$ cat src/yuv_mem_pkg.sv
package yuv_mem_pkg;

	// SRAM geometry
	localparam int ADDR_W = 18;
	localparam int DATA_W = 16;

	// cycles from address to read data
	localparam int SRAM_RD_LAT = 2;

	// configuration register map
	localparam int CFG_ADDR_W = 2;

	localparam logic [CFG_ADDR_W-1:0] REG_Y_BASE   = 2'd0;
	localparam logic [CFG_ADDR_W-1:0] REG_U_BASE   = 2'd1;
	localparam logic [CFG_ADDR_W-1:0] REG_V_BASE   = 2'd2;
	localparam logic [CFG_ADDR_W-1:0] REG_RGB_BASE = 2'd3;

endpackage

$ cat src/yuv_color_pkg.sv
package yuv_color_pkg;

	localparam int PIX_W   = 8;
	localparam int PROD_W  = 32;
	localparam int PIX_MAX = 255;

	// six-tap interpolation, symmetric, taps sum to 256
	localparam int TAP_0      = 21;
	localparam int TAP_1      = -52;
	localparam int TAP_2      = 159;
	localparam int FILT_SHIFT = 8;
	localparam int FILT_ROUND = 128;

	// YUV to RGB in 16.16 fixed point
	localparam int C_Y       = 76284;
	localparam int C_RV      = 104595;
	localparam int C_GU      = 25624;
	localparam int C_GV      = 53281;
	localparam int C_BU      = 132251;
	localparam int CSC_SHIFT = 16;
	localparam int Y_OFFSET  = 16;
	localparam int UV_OFFSET = 128;

	function automatic logic [PIX_W-1:0] clip_pix(input logic signed [PROD_W-1:0] val);
		if (val < 0)
			return '0;
		else if (val > PIX_MAX)
			return '1;
		else
			return val[PIX_W-1:0];
	endfunction

endpackage

$ cat src/yuv_regs.sv
`timescale 1ns/1ps

module yuv_regs
	import yuv_mem_pkg::*;
#(
	parameter int IMG_WIDTH  = 12,
	parameter int IMG_HEIGHT = 2
) (
	input  logic                  Clock,
	input  logic                  Resetn,
	input  logic                  cfg_write,
	input  logic [CFG_ADDR_W-1:0] cfg_addr,
	input  logic [ADDR_W-1:0]     cfg_wdata,
	input  logic                  start,
	input  logic                  frame_end,
	output logic [ADDR_W-1:0]     cfg_rdata,
	output logic [ADDR_W-1:0]     y_base,
	output logic [ADDR_W-1:0]     u_base,
	output logic [ADDR_W-1:0]     v_base,
	output logic [ADDR_W-1:0]     rgb_base,
	output logic                  run,
	output logic                  busy,
	output logic                  done
);

	localparam int RGB_WORDS = IMG_WIDTH * 3 / 2 * IMG_HEIGHT;

	// first address past the RGB region of one frame
	logic [ADDR_W-1:0] rgb_end;

	assign rgb_end = rgb_base + ADDR_W'(RGB_WORDS);

	always_ff @(posedge Clock or negedge Resetn) begin
		if (!Resetn) begin
			y_base   <= '0;
			u_base   <= '0;
			v_base   <= '0;
			rgb_base <= '0;
		end else if (cfg_write) begin
			case (cfg_addr)
				REG_Y_BASE:   y_base   <= cfg_wdata;
				REG_U_BASE:   u_base   <= cfg_wdata;
				REG_V_BASE:   v_base   <= cfg_wdata;
				REG_RGB_BASE: rgb_base <= cfg_wdata;
				default: ;
			endcase
		end
	end

	always_comb begin
		case (cfg_addr)
			REG_Y_BASE:   cfg_rdata = y_base;
			REG_U_BASE:   cfg_rdata = u_base;
			REG_V_BASE:   cfg_rdata = v_base;
			default:      cfg_rdata = rgb_base;
		endcase
	end

	// start is dropped while a frame runs
	always_ff @(posedge Clock or negedge Resetn) begin
		if (!Resetn) begin
			run  <= 1'b0;
			busy <= 1'b0;
			done <= 1'b0;
		end else begin
			run  <= start && !busy;
			done <= frame_end;
			if (start && !busy)
				busy <= 1'b1;
			else if (frame_end)
				busy <= 1'b0;
		end
	end

endmodule

$ cat src/chroma_upsampler.sv
`timescale 1ns/1ps

module chroma_upsampler
	import yuv_color_pkg::*;
(
	input  logic             Clock,
	input  logic             Resetn,
	input  logic             prime,
	input  logic             push,
	input  logic [PIX_W-1:0] sample_in,
	output logic [PIX_W-1:0] even_out,
	output logic [PIX_W-1:0] odd_out
);

	// win[0] is sample k-2, win[5] is sample k+3
	logic [PIX_W-1:0] win [6];
	logic [PIX_W-1:0] win_nx [6];
	logic signed [PROD_W-1:0] acc;

	always_comb begin
		for (int i = 0; i < 6; i++)
			win_nx[i] = win[i];
		if (prime) begin
			for (int i = 0; i < 6; i++)
				win_nx[i] = sample_in;
		end else if (push) begin
			for (int i = 0; i < 5; i++)
				win_nx[i] = win[i+1];
			win_nx[5] = sample_in;
		end
	end

	// filter runs on the updated window so outputs follow one cycle later
	always_comb begin
		acc = TAP_0 * ($signed(PROD_W'(win_nx[0])) + $signed(PROD_W'(win_nx[5])))
			+ TAP_1 * ($signed(PROD_W'(win_nx[1])) + $signed(PROD_W'(win_nx[4])))
			+ TAP_2 * ($signed(PROD_W'(win_nx[2])) + $signed(PROD_W'(win_nx[3])))
			+ FILT_ROUND;
	end

	always_ff @(posedge Clock) begin
		for (int i = 0; i < 6; i++)
			win[i] <= win_nx[i];
	end

	always_ff @(posedge Clock or negedge Resetn) begin
		if (!Resetn) begin
			even_out <= '0;
			odd_out  <= '0;
		end else begin
			even_out <= win_nx[2];
			odd_out  <= clip_pix(acc >>> FILT_SHIFT);
		end
	end

endmodule

$ cat src/csc_unit.sv
`timescale 1ns/1ps

module csc_unit
	import yuv_color_pkg::*;
(
	input  logic             Clock,
	input  logic             Resetn,
	input  logic             conv_in_valid,
	input  logic [PIX_W-1:0] y_in,
	input  logic [PIX_W-1:0] u_in,
	input  logic [PIX_W-1:0] v_in,
	output logic [PIX_W-1:0] r_out,
	output logic [PIX_W-1:0] g_out,
	output logic [PIX_W-1:0] b_out,
	output logic             conv_out_valid
);

	logic signed [PROD_W-1:0] y_m;
	logic signed [PROD_W-1:0] u_m;
	logic signed [PROD_W-1:0] v_m;

	// stage 1 products
	logic signed [PROD_W-1:0] p_y;
	logic signed [PROD_W-1:0] p_rv;
	logic signed [PROD_W-1:0] p_gu;
	logic signed [PROD_W-1:0] p_gv;
	logic signed [PROD_W-1:0] p_bu;
	logic                     valid_s1;

	logic signed [PROD_W-1:0] sum_r;
	logic signed [PROD_W-1:0] sum_g;
	logic signed [PROD_W-1:0] sum_b;

	assign y_m = $signed(PROD_W'(y_in)) - Y_OFFSET;
	assign u_m = $signed(PROD_W'(u_in)) - UV_OFFSET;
	assign v_m = $signed(PROD_W'(v_in)) - UV_OFFSET;

	always_ff @(posedge Clock) begin
		p_y  <= C_Y * y_m;
		p_rv <= C_RV * v_m;
		p_gu <= C_GU * u_m;
		p_gv <= C_GV * v_m;
		p_bu <= C_BU * u_m;
	end

	assign sum_r = p_y + p_rv;
	assign sum_g = p_y - p_gu - p_gv;
	assign sum_b = p_y + p_bu;

	always_ff @(posedge Clock) begin
		r_out <= clip_pix(sum_r >>> CSC_SHIFT);
		g_out <= clip_pix(sum_g >>> CSC_SHIFT);
		b_out <= clip_pix(sum_b >>> CSC_SHIFT);
	end

	always_ff @(posedge Clock or negedge Resetn) begin
		if (!Resetn) begin
			valid_s1       <= 1'b0;
			conv_out_valid <= 1'b0;
		end else begin
			valid_s1       <= conv_in_valid;
			conv_out_valid <= valid_s1;
		end
	end

endmodule

$ cat src/m1_sequencer.sv
`timescale 1ns/1ps

module m1_sequencer
	import yuv_mem_pkg::*, yuv_color_pkg::*;
#(
	parameter int IMG_WIDTH  = 12,
	parameter int IMG_HEIGHT = 2
) (
	input  logic              Clock,
	input  logic              Resetn,
	input  logic              run,
	input  logic [ADDR_W-1:0] y_base,
	input  logic [ADDR_W-1:0] u_base,
	input  logic [ADDR_W-1:0] v_base,
	input  logic [ADDR_W-1:0] rgb_base,
	input  logic [DATA_W-1:0] sram_read_data,
	input  logic [PIX_W-1:0]  r_out,
	input  logic [PIX_W-1:0]  g_out,
	input  logic [PIX_W-1:0]  b_out,
	input  logic              conv_out_valid,
	input  logic [PIX_W-1:0]  u_even,
	input  logic [PIX_W-1:0]  u_odd,
	input  logic [PIX_W-1:0]  v_even,
	input  logic [PIX_W-1:0]  v_odd,
	output logic [ADDR_W-1:0] sram_address,
	output logic [DATA_W-1:0] sram_write_data,
	output logic              sram_we_n,
	output logic              frame_end,
	output logic              u_prime,
	output logic              u_push,
	output logic              v_prime,
	output logic              v_push,
	output logic [PIX_W-1:0]  chroma_sample_u,
	output logic [PIX_W-1:0]  chroma_sample_v,
	output logic              conv_in_valid,
	output logic [PIX_W-1:0]  y_in,
	output logic [PIX_W-1:0]  conv_u,
	output logic [PIX_W-1:0]  conv_v
);

	localparam int PAIRS = IMG_WIDTH / 2;
	localparam int K_W   = $clog2(PAIRS + 1);
	localparam int ROW_W = $clog2(IMG_HEIGHT + 1);

	localparam logic [1:0] KIND_NONE = 2'd0;
	localparam logic [1:0] KIND_Y    = 2'd1;
	localparam logic [1:0] KIND_U    = 2'd2;
	localparam logic [1:0] KIND_V    = 2'd3;

	typedef enum logic [3:0] {
		S_IDLE, S_RD_U, S_RD_V, S_WAIT_UV, S_PUSH_HI,
		S_PUSH_LO, S_RD_Y, S_WAIT_Y, S_CONV_E, S_CONV_O,
		S_WAIT_C, S_WR0, S_WR1, S_WR2, S_NEXT
	} seq_state_t;

	seq_state_t state;

	logic [ADDR_W-1:0] y_addr;
	logic [ADDR_W-1:0] u_addr;
	logic [ADDR_W-1:0] v_addr;
	logic [ADDR_W-1:0] w_addr;
	logic [K_W-1:0]    pair;
	logic [K_W-1:0]    pair_nx;
	logic [ROW_W-1:0]  row;
	logic              row_init;
	logic              init_word;
	logic              load_next;
	logic              fill_prime;
	logic              fill_push;

	// kind of read in flight per SRAM latency stage
	logic [1:0]        rd_kind;
	logic [1:0]        rd_pipe [SRAM_RD_LAT];
	logic              pipe_busy;

	logic [DATA_W-1:0] y_word;
	logic [DATA_W-1:0] u_word;
	logic [DATA_W-1:0] v_word;
	logic [PIX_W-1:0]  r0, g0, b0;
	logic [PIX_W-1:0]  r1, g1, b1;
	logic              res_odd;
	logic              pair_ready;

	// next pair needs a fresh chroma word while still inside the row
	assign pair_nx   = pair + 1'b1;
	assign load_next = pair_nx[0] && (int'(pair_nx) + 3 < PAIRS);

	always_comb begin
		rd_kind         = KIND_NONE;
		sram_address    = y_addr;
		sram_we_n       = 1'b1;
		sram_write_data = {r0, g0};
		case (state)
			S_RD_U: begin
				rd_kind      = KIND_U;
				sram_address = u_addr;
			end
			S_RD_V: begin
				rd_kind      = KIND_V;
				sram_address = v_addr;
			end
			S_RD_Y: rd_kind = KIND_Y;
			S_WR0: begin
				sram_address = w_addr;
				sram_we_n    = 1'b0;
			end
			S_WR1: begin
				sram_address    = w_addr;
				sram_we_n       = 1'b0;
				sram_write_data = {b0, r1};
			end
			S_WR2: begin
				sram_address    = w_addr;
				sram_we_n       = 1'b0;
				sram_write_data = {g1, b1};
			end
			default: ;
		endcase
		pipe_busy = 1'b0;
		for (int i = 0; i < SRAM_RD_LAT; i++)
			pipe_busy |= (rd_pipe[i] != KIND_NONE);
	end

	// first high byte of a row primes the windows
	assign fill_prime = (state == S_PUSH_HI) && row_init && !init_word;
	assign fill_push  = ((state == S_PUSH_HI) && !fill_prime) || (state == S_PUSH_LO);
	assign u_prime    = fill_prime;
	assign v_prime    = fill_prime;
	assign u_push     = fill_push;
	assign v_push     = fill_push;

	assign chroma_sample_u = (state == S_PUSH_HI) ? u_word[DATA_W-1:PIX_W] : u_word[PIX_W-1:0];
	assign chroma_sample_v = (state == S_PUSH_HI) ? v_word[DATA_W-1:PIX_W] : v_word[PIX_W-1:0];

	// even pixel first, odd pixel on the next cycle
	assign conv_in_valid = (state == S_CONV_E) || (state == S_CONV_O);
	assign y_in   = (state == S_CONV_O) ? y_word[PIX_W-1:0] : y_word[DATA_W-1:PIX_W];
	assign conv_u = (state == S_CONV_O) ? u_odd : u_even;
	assign conv_v = (state == S_CONV_O) ? v_odd : v_even;

	always_ff @(posedge Clock or negedge Resetn) begin
		if (!Resetn) begin
			for (int i = 0; i < SRAM_RD_LAT; i++)
				rd_pipe[i] <= KIND_NONE;
		end else begin
			rd_pipe[0] <= rd_kind;
			for (int i = 1; i < SRAM_RD_LAT; i++)
				rd_pipe[i] <= rd_pipe[i-1];
		end
	end

	always_ff @(posedge Clock) begin
		case (rd_pipe[SRAM_RD_LAT-1])
			KIND_Y: y_word <= sram_read_data;
			KIND_U: u_word <= sram_read_data;
			KIND_V: v_word <= sram_read_data;
			default: ;
		endcase
		if (conv_out_valid && !res_odd) begin
			r0 <= r_out;
			g0 <= g_out;
			b0 <= b_out;
		end
		if (conv_out_valid && res_odd) begin
			r1 <= r_out;
			g1 <= g_out;
			b1 <= b_out;
		end
	end

	always_ff @(posedge Clock or negedge Resetn) begin
		if (!Resetn) begin
			state      <= S_IDLE;
			y_addr     <= '0;
			u_addr     <= '0;
			v_addr     <= '0;
			w_addr     <= '0;
			pair       <= '0;
			row        <= '0;
			row_init   <= 1'b0;
			init_word  <= 1'b0;
			res_odd    <= 1'b0;
			pair_ready <= 1'b0;
			frame_end  <= 1'b0;
		end else begin
			frame_end <= 1'b0;
			if (conv_out_valid) begin
				res_odd    <= !res_odd;
				pair_ready <= res_odd;
			end
			case (state)
				S_IDLE: begin
					if (run) begin
						y_addr    <= y_base;
						u_addr    <= u_base;
						v_addr    <= v_base;
						w_addr    <= rgb_base;
						pair      <= '0;
						row       <= '0;
						row_init  <= 1'b1;
						init_word <= 1'b0;
						state     <= S_RD_U;
					end
				end
				S_RD_U: begin
					u_addr <= u_addr + 1'b1;
					state  <= S_RD_V;
				end
				S_RD_V: begin
					v_addr <= v_addr + 1'b1;
					state  <= S_WAIT_UV;
				end
				S_WAIT_UV: if (!pipe_busy) state <= S_PUSH_HI;
				S_PUSH_HI: state <= row_init ? S_PUSH_LO : S_RD_Y;
				S_PUSH_LO: begin
					// row start loads chroma words 0 and 1
					if (row_init && !init_word) begin
						init_word <= 1'b1;
						state     <= S_RD_U;
					end else begin
						row_init <= 1'b0;
						state    <= S_RD_Y;
					end
				end
				S_RD_Y: begin
					y_addr <= y_addr + 1'b1;
					state  <= S_WAIT_Y;
				end
				S_WAIT_Y: if (!pipe_busy) state <= S_CONV_E;
				S_CONV_E: state <= S_CONV_O;
				S_CONV_O: state <= S_WAIT_C;
				S_WAIT_C: begin
					if (pair_ready) begin
						pair_ready <= 1'b0;
						state      <= S_WR0;
					end
				end
				S_WR0, S_WR1, S_WR2: begin
					w_addr <= w_addr + 1'b1;
					state  <= (state == S_WR2) ? S_NEXT : ((state == S_WR0) ? S_WR1 : S_WR2);
				end
				S_NEXT: begin
					if (int'(pair) == PAIRS - 1) begin
						pair <= '0;
						if (int'(row) == IMG_HEIGHT - 1) begin
							frame_end <= 1'b1;
							state     <= S_IDLE;
						end else begin
							row       <= row + 1'b1;
							row_init  <= 1'b1;
							init_word <= 1'b0;
							state     <= S_RD_U;
						end
					end else begin
						// past the row end the low byte repeats the last sample
						pair  <= pair_nx;
						state <= load_next ? S_RD_U : S_PUSH_LO;
					end
				end
				default: state <= S_IDLE;
			endcase
		end
	end

endmodule

$ cat src/yuv_rgb_top.sv
`timescale 1ns/1ps

module yuv_rgb_top
	import yuv_mem_pkg::*, yuv_color_pkg::*;
#(
	parameter int IMG_WIDTH  = 12,
	parameter int IMG_HEIGHT = 2
) (
	input  logic                  Clock,
	input  logic                  Resetn,
	input  logic                  cfg_write,
	input  logic [CFG_ADDR_W-1:0] cfg_addr,
	input  logic [ADDR_W-1:0]     cfg_wdata,
	output logic [ADDR_W-1:0]     cfg_rdata,
	input  logic                  start,
	output logic                  busy,
	output logic                  done,
	output logic [ADDR_W-1:0]     sram_address,
	input  logic [DATA_W-1:0]     sram_read_data,
	output logic [DATA_W-1:0]     sram_write_data,
	output logic                  sram_we_n
);

	logic [ADDR_W-1:0] y_base;
	logic [ADDR_W-1:0] u_base;
	logic [ADDR_W-1:0] v_base;
	logic [ADDR_W-1:0] rgb_base;
	logic              run;
	logic              frame_end;
	logic              u_prime;
	logic              u_push;
	logic              v_prime;
	logic              v_push;
	logic [PIX_W-1:0]  chroma_sample_u;
	logic [PIX_W-1:0]  chroma_sample_v;
	logic [PIX_W-1:0]  u_even;
	logic [PIX_W-1:0]  u_odd;
	logic [PIX_W-1:0]  v_even;
	logic [PIX_W-1:0]  v_odd;
	logic              conv_in_valid;
	logic [PIX_W-1:0]  y_in;
	logic [PIX_W-1:0]  conv_u;
	logic [PIX_W-1:0]  conv_v;
	logic [PIX_W-1:0]  r_out;
	logic [PIX_W-1:0]  g_out;
	logic [PIX_W-1:0]  b_out;
	logic              conv_out_valid;

	yuv_regs #(
		.IMG_WIDTH  (IMG_WIDTH),
		.IMG_HEIGHT (IMG_HEIGHT)
	) i_regs (
		.Clock, .Resetn, .cfg_write, .cfg_addr, .cfg_wdata, .start, .frame_end,
		.cfg_rdata, .y_base, .u_base, .v_base, .rgb_base, .run, .busy, .done
	);

	m1_sequencer #(
		.IMG_WIDTH  (IMG_WIDTH),
		.IMG_HEIGHT (IMG_HEIGHT)
	) i_seq (
		.Clock, .Resetn, .run, .y_base, .u_base, .v_base, .rgb_base, .sram_read_data,
		.r_out, .g_out, .b_out, .conv_out_valid, .u_even, .u_odd, .v_even, .v_odd,
		.sram_address, .sram_write_data, .sram_we_n, .frame_end,
		.u_prime, .u_push, .v_prime, .v_push, .chroma_sample_u, .chroma_sample_v,
		.conv_in_valid, .y_in, .conv_u, .conv_v
	);

	chroma_upsampler i_up_u (
		.Clock, .Resetn,
		.prime     (u_prime),
		.push      (u_push),
		.sample_in (chroma_sample_u),
		.even_out  (u_even),
		.odd_out   (u_odd)
	);

	chroma_upsampler i_up_v (
		.Clock, .Resetn,
		.prime     (v_prime),
		.push      (v_push),
		.sample_in (chroma_sample_v),
		.even_out  (v_even),
		.odd_out   (v_odd)
	);

	csc_unit i_csc (
		.Clock, .Resetn, .conv_in_valid, .y_in,
		.u_in (conv_u),
		.v_in (conv_v),
		.r_out, .g_out, .b_out, .conv_out_valid
	);

endmodule

$ cat config.mk
export PLATFORM = sky130hd
export DESIGN_NAME = yuv_rgb_top
export DESIGN_NICKNAME = d
export VERILOG_FILES = /design/src/yuv_mem_pkg.sv /design/src/yuv_color_pkg.sv /design/src/yuv_regs.sv /design/src/chroma_upsampler.sv /design/src/csc_unit.sv /design/src/m1_sequencer.sv /design/src/yuv_rgb_top.sv
export SDC_FILE = /design/constraint.sdc
export NUM_CORES = 2
export LEC_CHECK = 0
export CAP_MARGIN = 10
export CORE_UTILIZATION = 40
export CTS_CLUSTER_SIZE = 30
export DETAILED_ROUTE_END_ITERATION = 12
export DONT_BUFFER_PORTS = 1
export GPL_TIMING_DRIVEN = 1
export PLACE_DENSITY = 0.62
export SYNTH_ARGS = -nofsm -noshare
export SYNTH_HDL_FRONTEND = slang
export SYNTH_SLANG_ARGS = --single-unit
$ cat constraint.sdc
create_clock -name Clock -period 12.75 [get_ports Clock]
set_input_delay 2.55 -clock Clock [delete_from_list [all_inputs] [get_ports Clock]]
set_output_delay 2.55 -clock Clock [all_outputs]
set_load 0.1 [all_outputs]
Word-level counts from Yosys, hierarchy flattened
Memories as Yosys holds them, arrays and structs flattened.
Cells that the tools add are included.
{"block": "totals", "reg_bits": 474, "ramBits": 96, "in_bits": 40, "out_inout_bits": 55, "elab_cells": 230, "mem_count": 2}
{"block": "classes", "n_addsub": 26, "multipliers": 11, "order_cmp": 11, "eq_ne": 30, "mux": 66, "bitwise_logic": 1, "n_reduce_logical": 39}
{"name": "i_up_u.win", "words": 6, "width": 8, "read_ports": 6, "rd_clocked_by_memory_dff": 0, "wr": 6, "line_no": "chroma_upsampler.sv:16", "text": "logic [PIX_W-1:0] win [6];"}
{"name": "i_up_v.win", "words": 6, "width": 8, "read_ports": 6, "rd_clocked_by_memory_dff": 0, "wr": 6, "line_no": "chroma_upsampler.sv:16"}
{"op": "$add A32 B32 Y32", "n": 6}
{"op": "$mux W48", "n": 4}
{"op": "$pmux W18 S2", "n": 4}
{"op": "$pmux W18 S3", "n": 2}
{"op": "$mux W8", "n": 12}
{"op": "$add A18 B1 Y18 const B", "n": 4}
{"op": "$mux W18", "n": 4}
{"op": "$add A32 B9 Y32 const B", "n": 2}
{"op": "$mul A5 B32 Y30 const A", "n": 2}
{"op": "$mul A6 B32 Y32 const A", "n": 2}
{"op": "$mul A9 B32 Y32 const A", "n": 2}
{"op": "$sub A32 B32 Y32", "n": 2}
{"op": "$add A8 B8 Y9", "n": 6}
{"op": "$pmux W4 S13", "n": 1}
{"op": "$gt A16 B9 Y1 const B", "n": 3}
{"op": "$gt A24 B9 Y1 const B", "n": 2}
{"op": "$lt A16 B1 Y1 const B", "n": 3}
{"op": "$lt A24 B1 Y1 const B", "n": 2}
{"op": "$lt A32 B4 Y1 const B", "n": 1}
{"op": "$mul A13 B32 Y29 const A", "n": 1}
{"op": "$mul A16 B32 Y30 const A", "n": 1}
{"op": "$mul A17 B32 Y32 const A", "n": 1}
{"op": "$mul A18 B32 Y32 const A", "n": 1}
{"op": "$mul A19 B32 Y32 const A", "n": 1}
{"op": "35 further kinds", "n": 115}

Depth between registers and ports, before layout
{"block": "depth", "word_depth": 16, "mapped_depth": 41, "ltp_nobuf": 40}

By module
Synthesis repeated with hierarchy kept, for this count alone.
{"block": "unflattened", "cells_unflattened": 4325, "area_unflattened_um2": 43329.1}
{"module": "csc_unit", "instances": 1, "cells_per_inst": 1643, "area_each_um2": 16085.4, "seq_area_each_um2": 2992.9}
{"module": "m1_sequencer", "instances": 1, "cells_per_inst": 850, "area_each_um2": 9133.8, "seq_area_each_um2": 5134.9}
{"module": "chroma_upsampler at i_up_u", "instances": 1, "cells_per_inst": 827, "area_each_um2": 7464.7, "seq_area_each_um2": 1361.3}
{"module": "chroma_upsampler at i_up_v", "instances": 1, "cells_per_inst": 824, "area_each_um2": 7408.4, "seq_area_each_um2": 1361.3}
{"module": "yuv_regs", "instances": 1, "cells_per_inst": 181, "area_each_um2": 3236.9, "seq_area_each_um2": 1876.8}

Worst setup path after synthesis
Ideal clock, no wire load.
{"block": "synth_path", "path_type": "reg2reg", "from": "register i_seq.state[2]", "to": "register i_up_u.odd_out[0]", "setup_ps": 119, "arrival_ps": 9634, "required_time_ps": 12631, "setup_slack_ps": 2997, "stages_incl_launch_ff": 38, "path_buffers": 3, "period_less_slack_ps": 9753, "cell_sequence": "dfrtp_1 > clkbuf_1 > nand2_1 > a211oi_1 > clkbuf_1 > buf_1 > nand2_1 > a31oi_1 > ha_1 > a21oi_1 > o21ai_0 > a21oi_1 > xnor2_1 > ha_1 > fa_1 > inv_1 > fa_1 > inv_1 > (+2 left out) > fa_1 > inv_1 > fa_1 > inv_1 > fa_1 > inv_1 > fa_1 > ha_1 > a2111oi_0 > o21ai_1 > o211a_1 > o221a_2 > a211oi_2 > nor2_1 > or4_1 > a2bb2oi_1 > a211o_1 > o21a_1"}
{"item": "start, declared", "line_no": "m1_sequencer.sv:56", "text": "seq_state_t state;"}
{"item": "start signal, assigned", "line_no": "m1_sequencer.sv:214", "text": "S_PUSH_HI: state <= row_init ? S_PUSH_LO : S_RD_Y;"}
{"item": "start signal, assigned", "line_no": "m1_sequencer.sv:240", "text": "state <= (state == S_WR2) ? S_NEXT : ((state == S_WR0) ? S_WR1 : S_WR2);"}
{"item": "start signal, assigned", "line_no": "m1_sequencer.sv:257", "text": "state <= load_next ? S_RD_U : S_PUSH_LO;"}
{"item": "end signal, assigned", "line_no": "chroma_upsampler.sv:52", "text": "odd_out <= clip_pix(acc >>> FILT_SHIFT);"}
{"item": "end, declared", "line_no": "chroma_upsampler.sv:12", "text": "output logic [PIX_W-1:0] odd_out"}

==> results.txt <==
The total overflow left after global routing is 0. The worst path needs 10.86 ns of the cycle, external delays included. Synthesis instantiated 82 different standard cells from the library. For the worst setup path, the data required time is 13.27 ns. The run gives 0 as the total setup buffers inserted after CTS. The core region is 106000 um2.

The H-tree was split into 3 levels. The number of port buffers works out to 0. Summing over every cut layer, the via total after detailed routing is 30200. The sequential-to-total area share from yosys stat came out at 0.309. The final-stage net count is 5374, and the via count of the first global-routing pass is 29900. The average cell area after synthesis is 9.83 um2. The effective utilization at floorplan was 0.406.

The count of pins over their slew limit is 0, and the setup slack at placement is 1.86 ns. Type of element launching the critical path: a register. The headroom to the max-slew limit is 0.187. Data arrival time of the worst path: 11.38 ns.

The logs give 0 ns for the setup TNS after final layout and 200 for the maximum number of pins on one net before global-route repair. The proportion of layout cells with a drive suffix above 1 was 0.0726. Setup repair after global routing left no endpoint under its margin. The final worst-path cycle share was 0.852; the average routed wire per standard cell was 17.2 um. At the pin with the least slew margin, the transition time is 1.22 ns.

0 antenna diodes ended up in the layout. The flow ran to the end, and the final reports show no timing, DRC or antenna violations. The tools report the first-pass GRT wire length as 159000 um. The path type of the worst min-delay path was reg -> reg. The number of gates resized after CTS came out at 0.

The tools report the clock tree root driver cell as sky130_fd_sc_hd__clkbuf_16. The delay of the slowest cell on the worst path works out to 0.60 ns. The synthesis warning total is 0. The tool flagged a number of max-cap violations equal to 0.

The congestion estimate from routability-driven global placement came to 0.878. From left edge to right edge, the die measures 330 um. The run gives 0.185 as the overall routing resource usage. The most instantiated flip-flop cell in the synthesis netlist was sky130_fd_sc_hd__dfxtp_1. Setup violations remaining at the end of the flow were counted as 0. The count of nets left with antenna violations once routing finished came out at 0.

After detailed routing, the number of vias per cell comes to 5.19. The critical-path maximum fanout is 96. The run gives 79700 um as the HPWL reported at the end of detailed placement.

Synthesized instance count: 4369. Counting tap cells, the placed design contains a total of 5700 instances. Clock-pin slew was measured on the worst setup and hold paths at 0.06 ns.

Across the routed clock network, the largest skew measured is 0.0418 ns. The run gives 0 as the count of final hold-check violations. The register bit total from synthesis was 565.

Cell family contributing the most delay on the critical path: adder cells. The clock reaches the later pin of the worst-skew pair after 0.65 ns. The count of pins on the block boundary was 95; the number of buffers and inverters on the critical path was 7. For this block, the routed nets add up to 100000 um of wire. The number of buffers inserted for hold repair after clock tree synthesis is 0. For this run, the number of standard cells in the final layout without fillers is 5826. The die covers 109000 um2. In the final layout, the multi-input gates occupy 26900 um2. The first routing iteration left 1826 violations. The cell area that synthesis handed to floorplanning was 43000 um2. The tools report the total clock sinks as 565. The post-synthesis async set-or-reset flop share came out at 0.352. Across all setup checks in the final design, the least slack found is 1.89 ns. The number of clock buffers inserted by TritonCTS is 67, and the worst hold slack is 0.348 ns. Compared with the post-synthesis result, the final layout area differs by 9.55%.

TritonCTS built the clock tree. Worst setup path category: reg -> reg. After filler insertion, the fill cell instance count of the layout stands at 10100. Counting along the longest clock path gives a buffer depth of 3. Across the whole layout, storage elements account for 13300 um2. Before antenna repair, the detailed router went through 7 iterations.

Cell with the largest stage delay on the worst path: sky130_fd_sc_hd__dfrtp_1. For this run, the top clock speed supported by timing is 0.0921 GHz. The initialized floorplan defines 119 standard-cell rows. The height of the die works out to 330 um.

Critical path endpoint category: a register. The logs give 5363 for the synthesized net count and 0 for the DRC violation count after routing. Counting flops with a built-in enable in the synthesized netlist gives 96. For the number of antenna violations at the first check in global routing, the log shows 4.
flip-flops by register name, indices dropped and copies added (netlist names), 26 cells and up:
register,cells
i_up_u.win,48
i_csc.p_y,30
i_csc.p_gv,31
i_up_v.win,48
i_csc.p_bu,32
i_csc.p_rv,31
i_csc.p_gu,26
layout make-up:
| cell class | instances | area share |
|---|---|---|
| multi-input combinational | 3013 | 0.571 |
| clock inverter | 42 | 0.0100 |
| clock buffer | 82 | 0.0390 |
| inverter | 699 | 0.0557 |
| sequential | 565 | 0.282 |
| timing repair buffer | 34 | 0.00542 |
| tap | 1391 | 0.0370 |
logic make-up after synthesis:
family / after synthesis / synth area share
AO/OA/AOI/OAI: 818 / 0.123
multiplexers: 158 / 0.0445
AND/OR/NAND/NOR: 918 / 0.0964
buffers and inverters: 791 / 0.0693
XOR/XNOR: 165 / 0.0336
flip-flops: 565 / 0.309
adder cells (fa/ha/maj): 954 / 0.325
layer usage:
layer	vias up	GRT usage	wire, um
li1	15000	-	-
met1	14600	0.261	48100
met2	570	0.298	45800
met3	136	0.0234	4080
met4	0	0.0497	2230
met5	-	0	0
synth_stat cells, types with 69 or more instances:
cell type / number / area share
sky130_fd_sc_hd__nand2_1: 338 / 0.030
sky130_fd_sc_hd__mux2_2: 83 / 0.022
sky130_fd_sc_hd__nor3_1: 94 / 0.011
sky130_fd_sc_hd__a31oi_1: 94 / 0.014
sky130_fd_sc_hd__nor2_1: 240 / 0.021
sky130_fd_sc_hd__dfxtp_1: 270 / 0.13
sky130_fd_sc_hd__xnor2_1: 133 / 0.027
sky130_fd_sc_hd__edfxtp_1: 96 / 0.067
sky130_fd_sc_hd__a21oi_1: 210 / 0.024
sky130_fd_sc_hd__dfrtp_1: 199 / 0.12
sky130_fd_sc_hd__clkbuf_1: 80 / 0.0070
sky130_fd_sc_hd__inv_1: 697 / 0.061
sky130_fd_sc_hd__ha_1: 685 / 0.20
sky130_fd_sc_hd__fa_1: 269 / 0.13
sky130_fd_sc_hd__o21ai_0: 162 / 0.019
sky130_fd_sc_hd__nand3_1: 69 / 0.0080
layout by cell type (no fill, tap or decap), drive strengths merged, types with 96 or more instances in the layout:
master	count
dfrtp	199
inv	703
ha	685
dfxtp	270
fa	269
edfxtp	96
o21ai	165
xnor2	133
nand2	338
a21oi	211
nor2	240
path summary, 6_finish.rpt:
check | slack (ns) | startpoint | endpoint | cells after the start
worst max-delay path | 1.89 | i_seq.state[2] | i_up_u.odd_out[1] | 38
worst min-delay path | 0.35 | i_csc.valid_s1 | i_csc.conv_out_valid | 0
worst max register to register | 1.89 | i_seq.state[2] | i_up_u.odd_out[1] | 38
worst min register to register | 0.35 | i_csc.valid_s1 | i_csc.conv_out_valid | 0
max in group asynchronous | 10.75 | Resetn | i_up_v.odd_out[2] | 0
min in group asynchronous | 1.61 | Resetn | i_seq.w_addr[17] | 0
through the flow:
step,utilization,area [um2]
2_1_floorplan,-,43000
3_3_place_gp,0.423,44700
3_5_place_dp,0.423,44700
4_1_cts,0.445,47100
5_1_grt,0.445,47100
6_report,0.445,47100
Power is not shown: default switching activity piles up to over one toggle a cycle in this logic, so the estimate is an artifact.
